<file path="config.mk">
export PLATFORM = sky130hd
export DESIGN_NAME = decimation_chain
export DESIGN_NICKNAME = d
export VERILOG_FILES = /design/src/common/decim_pkg.sv /design/src/rtl/channel_sequencer.sv /design/src/decimator/standard_decimator.sv /design/src/rtl/decimation_chain.sv
export SDC_FILE = /design/constraint.sdc
export NUM_CORES = 1
export LEC_CHECK = 0
export BUFFER_PORTS_ARGS = -buffer_cell sky130_fd_sc_hd__clkbuf_2
export CAP_MARGIN = 20
export CORE_MARGIN = 5
export CORE_UTILIZATION = 55
export DETAILED_ROUTE_END_ITERATION = 10
export PLACE_DENSITY = 0.77
export SYNTH_ARGS = -nofsm -noshare
export SYNTH_HDL_FRONTEND = slang
export SYNTH_SLANG_ARGS = --single-unit
</file>
<file path="constraint.sdc">
create_clock -name clock -period 5.1 [get_ports clock]
set_clock_uncertainty 0.1 [all_clocks]
set_input_delay 0.765 -clock clock [delete_from_list [all_inputs] [get_ports clock]]
set_output_delay 0.765 -clock clock [all_outputs]
set_load 0.02 [all_outputs]
</file>
<file path="src/common/decim_pkg.sv">
package decim_pkg;

    // Raw converter sample width
    localparam int sample_width = 16;

    // Number of channels interleaved on the input stream
    localparam int n_channels = 4;

    // Largest supported decimation ratio, and the bits needed to count up to it
    localparam int max_ratio = 16;
    localparam int ratio_width = $clog2(max_ratio);

    // Bits of a channel number
    localparam int channel_width = $clog2(n_channels);

    // Width of the scan counter carried in the user field
    localparam int user_width = 8;

    // Signed raw sample as it arrives from the converter
    typedef logic signed [sample_width-1:0] sample_t;

    // Accumulator wide enough for a full block of max_ratio samples
    typedef logic signed [sample_width+ratio_width-1:0] accum_t;

    // Decimation ratio or averaging shift
    typedef logic [ratio_width-1:0] ratio_t;

    // Channel number, carried in the dest field
    typedef logic [channel_width-1:0] channel_t;

    // Count of complete scans over all channels
    typedef logic [user_width-1:0] scan_t;

    // Output data word of the stream
    typedef logic [31:0] word_t;

    // Beat from the sequencer to the decimator
    typedef struct packed {
        sample_t  data;
        channel_t dest;
        scan_t    user;
        logic     last;
    } tagged_beat_t;

    // Beat leaving the decimator, data sign-extended to a full word
    typedef struct packed {
        word_t    data;
        channel_t dest;
        scan_t    user;
        logic     last;
    } out_beat_t;

endpackage

</file>
<file path="src/rtl/channel_sequencer.sv">
`timescale 1ns/10ps

module channel_sequencer
    import decim_pkg::*;
(
    input  logic         clock,
    input  logic         reset,
    input  logic         sample_valid,
    input  sample_t      sample_data,
    output logic         sample_ready,
    output tagged_beat_t tag_beat,
    output logic         tag_valid,
    input  logic         tag_ready
);

    channel_t channel;
    scan_t    scan;
    logic     load;
    logic     last_channel;

    // The stage can take a new sample when empty or when its beat leaves now
    assign sample_ready = !tag_valid || tag_ready;
    assign load = sample_valid && sample_ready;

    assign last_channel = (channel == channel_t'(n_channels - 1));

    // Control state: occupancy, channel position and scan count
    always_ff @(posedge clock) begin
        if (!reset) begin
            tag_valid <= 1'b0;
            channel <= '0;
            scan <= '0;
        end else begin
            if (load) begin
                tag_valid <= 1'b1;
                if (last_channel) begin
                    channel <= '0;
                    // A scan is complete once its last channel is accepted
                    scan <= scan + 1'b1;
                end else begin
                    channel <= channel + 1'b1;
                end
            end else if (tag_ready) begin
                tag_valid <= 1'b0;
            end
        end
    end

    // Payload register, loaded only together with the occupancy flag
    always_ff @(posedge clock) begin
        if (load) begin
            tag_beat <= '{
                data: sample_data,
                dest: channel,
                user: scan,
                last: last_channel
            };
        end
    end

    // A beat waiting for the decimator must keep its tags and data
    property p_tag_held;
        @(posedge clock) disable iff (!reset)
            tag_valid && !tag_ready |=> tag_valid && $stable(tag_beat);
    endproperty

    a_tag_held: assert property (p_tag_held)
        else $error("tagged beat changed while stalled");

endmodule

</file>
<file path="src/decimator/standard_decimator.sv">
`timescale 1ns/10ps

module standard_decimator
    import decim_pkg::*;
(
    input  logic         clock,
    input  logic         reset,

    // Tagged sample stream from the sequencer
    input  tagged_beat_t in_beat,
    input  logic         in_valid,
    output logic         in_ready,

    // Decimated output stream
    output out_beat_t    out_beat,
    output logic         out_valid,
    input  logic         out_ready,

    // Configuration, static while samples flow
    input  ratio_t       decimation_ratio,
    input  logic         avg_enable,
    input  ratio_t       avg_shift
);

    // Per-channel block position and running sum
    ratio_t   count [n_channels];
    accum_t   accum [n_channels];

    channel_t channel;
    logic     in_fire;
    ratio_t   block_last;
    logic     block_end;
    accum_t   sample_ext;
    accum_t   block_sum;
    accum_t   block_mean;
    word_t    result;

    // Ready passes straight through, so a held output blocks the input as well
    assign in_ready = out_ready;
    assign in_fire = in_valid && out_ready;

    assign channel = in_beat.dest;

    // Sample widened to accumulator width
    assign sample_ext = {{ratio_width{in_beat.data[sample_width-1]}}, in_beat.data};

    // Index of the beat that closes a block for the selected mode
    always_comb begin
        if (avg_enable) begin
            block_last = ratio_t'((1 << avg_shift) - 1);
        end else begin
            block_last = ratio_t'(decimation_ratio - 1);
        end
    end

    // A ratio of zero in picking mode lets every sample through
    assign block_end = (count[channel] == block_last)
                    || (!avg_enable && (decimation_ratio == '0));

    // Sum including the current beat, then the mean by arithmetic shift
    assign block_sum = accum[channel] + sample_ext;
    assign block_mean = block_sum >>> avg_shift;

    always_comb begin
        if (avg_enable) begin
            result = {{($bits(word_t) - $bits(accum_t)){block_mean[$bits(accum_t)-1]}},
                      block_mean};
        end else begin
            result = {{($bits(word_t) - sample_width){in_beat.data[sample_width-1]}},
                      in_beat.data};
        end
    end

    // Counters, accumulators and output occupancy
    always_ff @(posedge clock) begin
        if (!reset) begin
            out_valid <= 1'b0;
            for (int i = 0; i < n_channels; i++) begin
                count[i] <= '0;
                accum[i] <= '0;
            end
        end else begin
            // The current beat leaves; a new one below may take its place
            if (out_ready) begin
                out_valid <= 1'b0;
            end
            if (in_fire) begin
                if (block_end) begin
                    count[channel] <= '0;
                    accum[channel] <= '0;
                    out_valid <= 1'b1;
                end else begin
                    count[channel] <= count[channel] + 1'b1;
                    accum[channel] <= block_sum;
                end
            end
        end
    end

    // Output payload, tags copied from the beat that completed the block
    always_ff @(posedge clock) begin
        if (in_fire && block_end) begin
            out_beat <= '{
                data: result,
                dest: in_beat.dest,
                user: in_beat.user,
                last: in_beat.last
            };
        end
    end

    // An offered output must stay put until the sink takes it
    property p_out_held;
        @(posedge clock) disable iff (!reset)
            out_valid && !out_ready |=> out_valid && $stable(out_beat);
    endproperty

    a_out_held: assert property (p_out_held)
        else $error("output beat dropped or changed before acceptance");

    // Blocks longer than the accumulator headroom would overflow
    property p_shift_range;
        @(posedge clock) disable iff (!reset)
            avg_enable |-> (avg_shift <= ratio_t'(ratio_width));
    endproperty

    a_shift_range: assert property (p_shift_range)
        else $error("averaging shift exceeds accumulator headroom");

endmodule

</file>
<file path="src/rtl/decimation_chain.sv">
`timescale 1ns/10ps

module decimation_chain
    import decim_pkg::*;
(
    input  logic      clock,
    input  logic      reset,

    // Interleaved sample input
    input  logic      sample_valid,
    input  sample_t   sample_data,
    output logic      sample_ready,

    // Decimator configuration
    input  ratio_t    decimation_ratio,
    input  logic      avg_enable,
    input  ratio_t    avg_shift,

    // Decimated output stream
    output out_beat_t out_beat,
    output logic      out_valid,
    input  logic      out_ready
);

    // Link between sequencer and decimator
    tagged_beat_t tag_beat;
    logic         tag_valid;
    logic         tag_ready;

    channel_sequencer u_sequencer (
        .clock        (clock),
        .reset        (reset),
        .sample_valid (sample_valid),
        .sample_data  (sample_data),
        .sample_ready (sample_ready),
        .tag_beat     (tag_beat),
        .tag_valid    (tag_valid),
        .tag_ready    (tag_ready)
    );

    standard_decimator u_decimator (
        .clock            (clock),
        .reset            (reset),
        .in_beat          (tag_beat),
        .in_valid         (tag_valid),
        .in_ready         (tag_ready),
        .out_beat         (out_beat),
        .out_valid        (out_valid),
        .out_ready        (out_ready),
        .decimation_ratio (decimation_ratio),
        .avg_enable       (avg_enable),
        .avg_shift        (avg_shift)
    );

endmodule

</file>
Word-level counts from Yosys, hierarchy flattened
Memories as Yosys holds them, arrays and structs flattened. A register that Yosys moved wholly into a read port is not among the register bits. Index checks and enable logic that the tools add are counted.

Mux-type cells: 27. Add/sub/neg operators: 6. Bitwise logic cells: 2. Reductions and logical operators: 13. Shifts and indexed selects: 2. Equality and inequality tests: 2.

Operator list (number): 20-bit two-way mux (2); 32-bit two-way mux (1); 20-bit by 16-bit adder with 20-bit output (1); 20-bit OR reduction (1); 20-bit by 4-bit >>> shifter with 20-bit output (1); 1-bit two-way mux (16); 4-bit two-way mux (3); 2-bit two-way mux (5); 8-bit by 1-bit adder with 8-bit output (second input constant) (1); 4-bit by 1-bit adder with 4-bit output (second input constant) (1); 4-bit == test (1); 1-bit logical AND (4); 4-bit zero test (1); 4-bit OR reduction (1); 1-bit by 4-bit << shifter with 4-bit output (first input constant) (1); 4-bit by 1-bit subtractor with 4-bit output (second input constant) (1); 4-bit by 2-bit subtractor with 4-bit output (second input constant) (1); 2-bit by 1-bit adder with 2-bit output (second input constant) (1); 2-bit == test (second input constant) (1); 1-bit zero test (2); 1-bit logical OR (2); 1-bit bitwise OR (2); 2-bit AND reduction (1); 2-bit nonzero test (1).

Output and inout bits: 45. Bits in writable memories: 96. Register bits: 82. Logic and storage cells: 66. Memories kept: 2. Input port bits: 29.

Memories: u_decimator.accum (depth 4, bits a word 20, read ports 1, clocked after Yosys merged registers in 1, wr ports 4, line standard_decimator.sv:27) `accum_t accum [n_channels];`; u_decimator.count (depth 4, bits a word 4, read ports 1, clocked after Yosys merged registers in 1, wr ports 4, line standard_decimator.sv:26) `ratio_t count [n_channels];`.

Longest topological paths before layout
Word-level depth: 12. Mapped depth: 15. Depth with buffers taken out: 13.

Modules after synthesis
From an unflattened synthesis, not the netlist that was laid out.

Cell total of the unflattened synthesis: 819. Area, all modules: 9216.3 um^2.

By module, submodules not included: standard_decimator (sequential area each 3833.7 um^2, cells an instance 730, area each 7872.6 um^2, times used 1); channel_sequencer (sequential area each 1031.0 um^2, cells an instance 89, area each 1343.8 um^2, times used 1).

Worst setup path before layout
No wires, ideal clock.

Path type: flip-flop to flip-flop. Start point: reg (tool-made name). End point: reg u_decimator.out_beat[22] (netlist name). Library setup time: 141 ps. Data required time: 4859 ps. Arrival time: 4683 ps. Clock period less this slack: 4924 ps. Stages on the path, launching flop included: 15. Path buffers: 3. Slack: 176 ps. Cell sequence: dfxtp_1 -> buf_2 -> buf_1 -> buf_1 -> mux4_2 -> ha_1 -> a211oi_1 -> nor2_1 -> or4_1 -> o21ba_2 -> xor2_2 -> inv_2 -> mux4_2 -> mux2_2 -> a21oi_2.

==> impl_metrics.csv <==
group,metric,value,unit
clocking,path_clk_slew,0.08,ns
power,pwr-share-seq,42.8,%
sta,tightest_slew,1.05,ns
power,p_leak,3.96,nW
cells_and_area,antenna_cells,0,
grt,overflow,0,
yosys,synth_nets,855,
setup_path,slowest_stage,"dfxtp_2",
yosys,netlist.area_leader.share,50.4,%
clocking,cts_sinks,168,
yosys,yosys_warnings,0,
hold_path,min_from,"u_sequencer.tag_beat[3]$_DFFE_PP_",
floorplan,coreArea,16500,um^2
clocking,cts_made_buffers,17,
setup_path,rr_worst_depth,12,
clocking,cts_max_level,4,
yosys,ys_seq_elements,168,
detailed_routing,routed_wl,21800,um
yosys,synth.most_common_cell,"edfxtp_1",
power,share_comb_of_total_power,22.0,%
setup_path,path_buf_inv,2,
cells_and_area,nets,912,
setup_path,reg2reg_slack,0.68,ns
setup_path,max_stage_delay,0.70,ns
power,pwr-share-clk,35.2,%
detailed_routing,wl_per_cell,20.0,um
detailed_routing,ant_nets,0,
floorplan,initial_core_util,55.7,%
yosys,synth-edff-count,154,
grt,grt_pass1_wl,35000,um
sta,fin_tns_setup,0,ns
power,cellPowerDensity,362,nW/um^2
clocking,cts_root_buffer,"clkbuf_16",
job,cap_violations,0,
yosys,async_flop_share,0,%
sta,max-slew-margin-rel,29.8,%
setup_path,required,5.31,ns
placement,gp_congestion,0.979,
hold_path,hold_path_class,"reg -> reg",
sta,finalWorstSetupSlack,0.680,ns
floorplan,die_area,19400,um^2
floorplan,die_w,139,um
cells_and_area,seqCellArea,4910,um^2
cells_and_area,layout-drive-gt1-share,21.8,%
run_status,status,"completed",
setup_path,worstSetupStartpointType,"register",
detailed_routing,viasPerCell,6.19,
setup_path,critPathKind,"reg -> reg",
setup_path,critPathCaptureType,"register",
setup_path,worstPathCellList,"buf_4, mux4_2, ha_1, o21ai_0, nor2_1, or4_1, o21ba_2, xor2_2, inv_2, mux4_2, mux2_2, a21oi_2",
power,swShare,31.1,%
setup_path,r2r-end,"u_decimator.out_beat[22]$_DFFE_PN_",
cells_and_area,syn_to_final_growth,12.5,%
clocking,cts_tree,"done",
detailed_routing,drc,0,
detailed_routing,firstDrtPassIters,5,
power,ir_drop,0.000256,V
clocking,hold_buffers,0,
hold_path,holdPathEnd,"u_decimator.out_beat[3]$_DFFE_PN_",
setup_path,critPathArrivalTime,4.63,ns
cells_and_area,finish.utilization,62.7,%
placement,io_buffers,73,
sta,slew_viol_final,0,
clocking,clk_latency,0.45,ns
floorplan,placementRows,47,
clocking,clockBufferDepth,2,
detailed_routing,drtIter0Drc,761,
clocking,post_cts_resize_count,0,
yosys,ys_top_cells_by_area,"edfxtp_1, mux4_2, nor2_1",
yosys,synthesis.instances,801,
setup_path,crit_path_frequent_cell,"mux4_2",
sta,finalHoldViolations,0,
sta,fmax,226,MHz
yosys,synth-seq-area-share,53.4,%
power,p_int,0.00258,W
sta,grt_setup_unrepaired,"no",
sta,finalSetupViolations,0,
cells_and_area,nFillCells,1260,
sta,fin_crit,4.42,ns
sta,holdWs,0.321,ns
hold_path,hold_depth,0,
setup_path,critical_path.max_fanout,16,
yosys,yosysUniqueCellTypes,82,
yosys,synth_common_cells,"edfxtp_1, nor2_1, nand2_1, inv_1, a21oi_1",
detailed_routing,vias,6753,
yosys,yosys.area.top_type,"edfxtp_1",
sta,period_share,86.7,%
cells_and_area,multi_input_area,3830,um^2
floorplan,die_h,139,um
placement,hpwl,15400,um
yosys,avgSynthCellArea,11.5,um^2
power,p_sw,0.00116,W
grt,grt_pass1_vias,6553,
floorplan,ios,74,
grt,grt_max_degree,32,
placement,dp_slack,0.703,ns
clocking,post-cts-setup-buffers,0,
yosys,ys.flop_type,"edfxtp_1",
setup_path,cpLargestDelayFamily,"multiplexers",
yosys,synthesis.area,9180,um^2
grt,antenna_found_initial,0,
grt,grt.total_usage,23.1,%
==> worst reg2reg max path, delay by kind of cell, from the launching register on <==
kind / cells / cell delay [ns]
XOR/XNOR: 1 / 0.28
flip-flops: 1 / 0.70
AO/OA/AOI/OAI: 3 / 0.47
AND/OR/NAND/NOR: 2 / 0.60
buffers and inverters: 2 / 0.37
adder cells (fa/ha/maj): 1 / 0.40
multiplexers: 3 / 1.36
==> metal layers <==
layer / global-route usage [%] / part of all wire [%] / up-vias
li1: - / - / 3089
met1: 30.6 / 41 / 3225
met2: 36.8 / 47 / 383
met3: 6.41 / 9.7 / 56
met4: 8.03 / 3.1 / 0
met5: 0 / 0 / -
==> worst max-delay path by stage <==
stage             start                                  to  slack, ns  cells after the start
2_1_floorplan  register  u_decimator.out_beat[22]$_DFFE_PN_       0.18                     14
3_3_place_gp   register  u_decimator.out_beat[22]$_DFFE_PN_       0.78                     12
3_5_place_dp   register  u_decimator.out_beat[22]$_DFFE_PN_       0.70                     12
4_1_cts        register  u_decimator.out_beat[22]$_DFFE_PN_       0.69                     12
5_1_grt        register  u_decimator.out_beat[13]$_DFFE_PN_       0.46                     13
6_report       register  u_decimator.out_beat[22]$_DFFE_PN_       0.68                     12
==> logic make-up after synthesis <==
logic type      synth area share [%]
mux                             8.53
xor+xnor                        3.01
flops                           53.4
simple gates                    14.4
fa+ha+maj                       3.49
compound gates                  12.4
buf+inv                         4.78
==> metrics by stage <==
| step | total power [W] | instances | instance area [um^2] |
|---|---|---|---|
| after floorplan | 0.00223 | 801 | 9180 |
| after global placement | 0.00242 | 1059 | 9710 |
| after detailed placement | 0.00243 | 1059 | 9710 |
| after CTS | 0.00374 | 1091 | 10300 |
| after global routing | 0.00390 | 1091 | 10300 |
| final | 0.00374 | 1091 | 10300 |
==> power by group through the flow <==
stage                     Combinational (W)  Sequential, W  Clock, W
final                              0.000824        0.00160   0.00132
after floorplan                    0.000614        0.00161         0
after global routing               0.000891        0.00161   0.00140
after global placement             0.000790        0.00163         0
after CTS                          0.000805        0.00160   0.00133
after detailed placement           0.000800        0.00163         0
==> final cells by class <==
| type | instances | area share, % |
|---|---|---|
| Tap cell | 220 | 2.67 |
| Sequential cell | 168 | 47.5 |
| Clock inverter | 14 | 1.64 |
| Clock buffer | 18 | 4.36 |
| Inverter | 41 | 1.49 |
| Multi-Input combinational cell | 536 | 37.1 |
| Timing Repair Buffer | 94 | 5.19 |
==> registers in the layout (all words and copies together), names as in the netlist, named ones only <==
name / cells
u_decimator.out_beat: 31
u_sequencer.scan: 8
u_sequencer.channel: 2
u_decimator.accum: 80
u_sequencer.tag_beat: 27
u_decimator.count: 16
u_sequencer.tag_valid: 1
u_decimator.out_valid: 1
==> cells in the final DEF (no fill, tap or decap), types with 4 or more instances in the layout <==
cell       instances
o21a_1             5
clkinv_8           4
xnor2_1           17
o21ai_0           23
o22ai_1            9
and2_1             7
nand2b_1           5
inv_1             40
a21boi_0           4
xor2_1             9
mux2i_1           13
a211oi_1           4
o311ai_0           4
mux2_2             6
and3_1             6
nand4_1            9
nor2b_1            7
nand3_1            9
ha_1              24
a221o_1            5
or2_2              5
o221ai_1           4
mux4_2            26
o211ai_1          11
o21ai_1            6
buf_4             20
nor2_1           116
clkbuf_16         18
a21o_1             6
clkbuf_2          73
a21oi_1           31
nor3_1            16
or3_1             18
nand2_1           62
a21oi_2            4
dfxtp_1           13
inv_8              4
nor4_1             5
edfxtp_1         154
No activity file was read; power rests on OpenSTA's default activity.
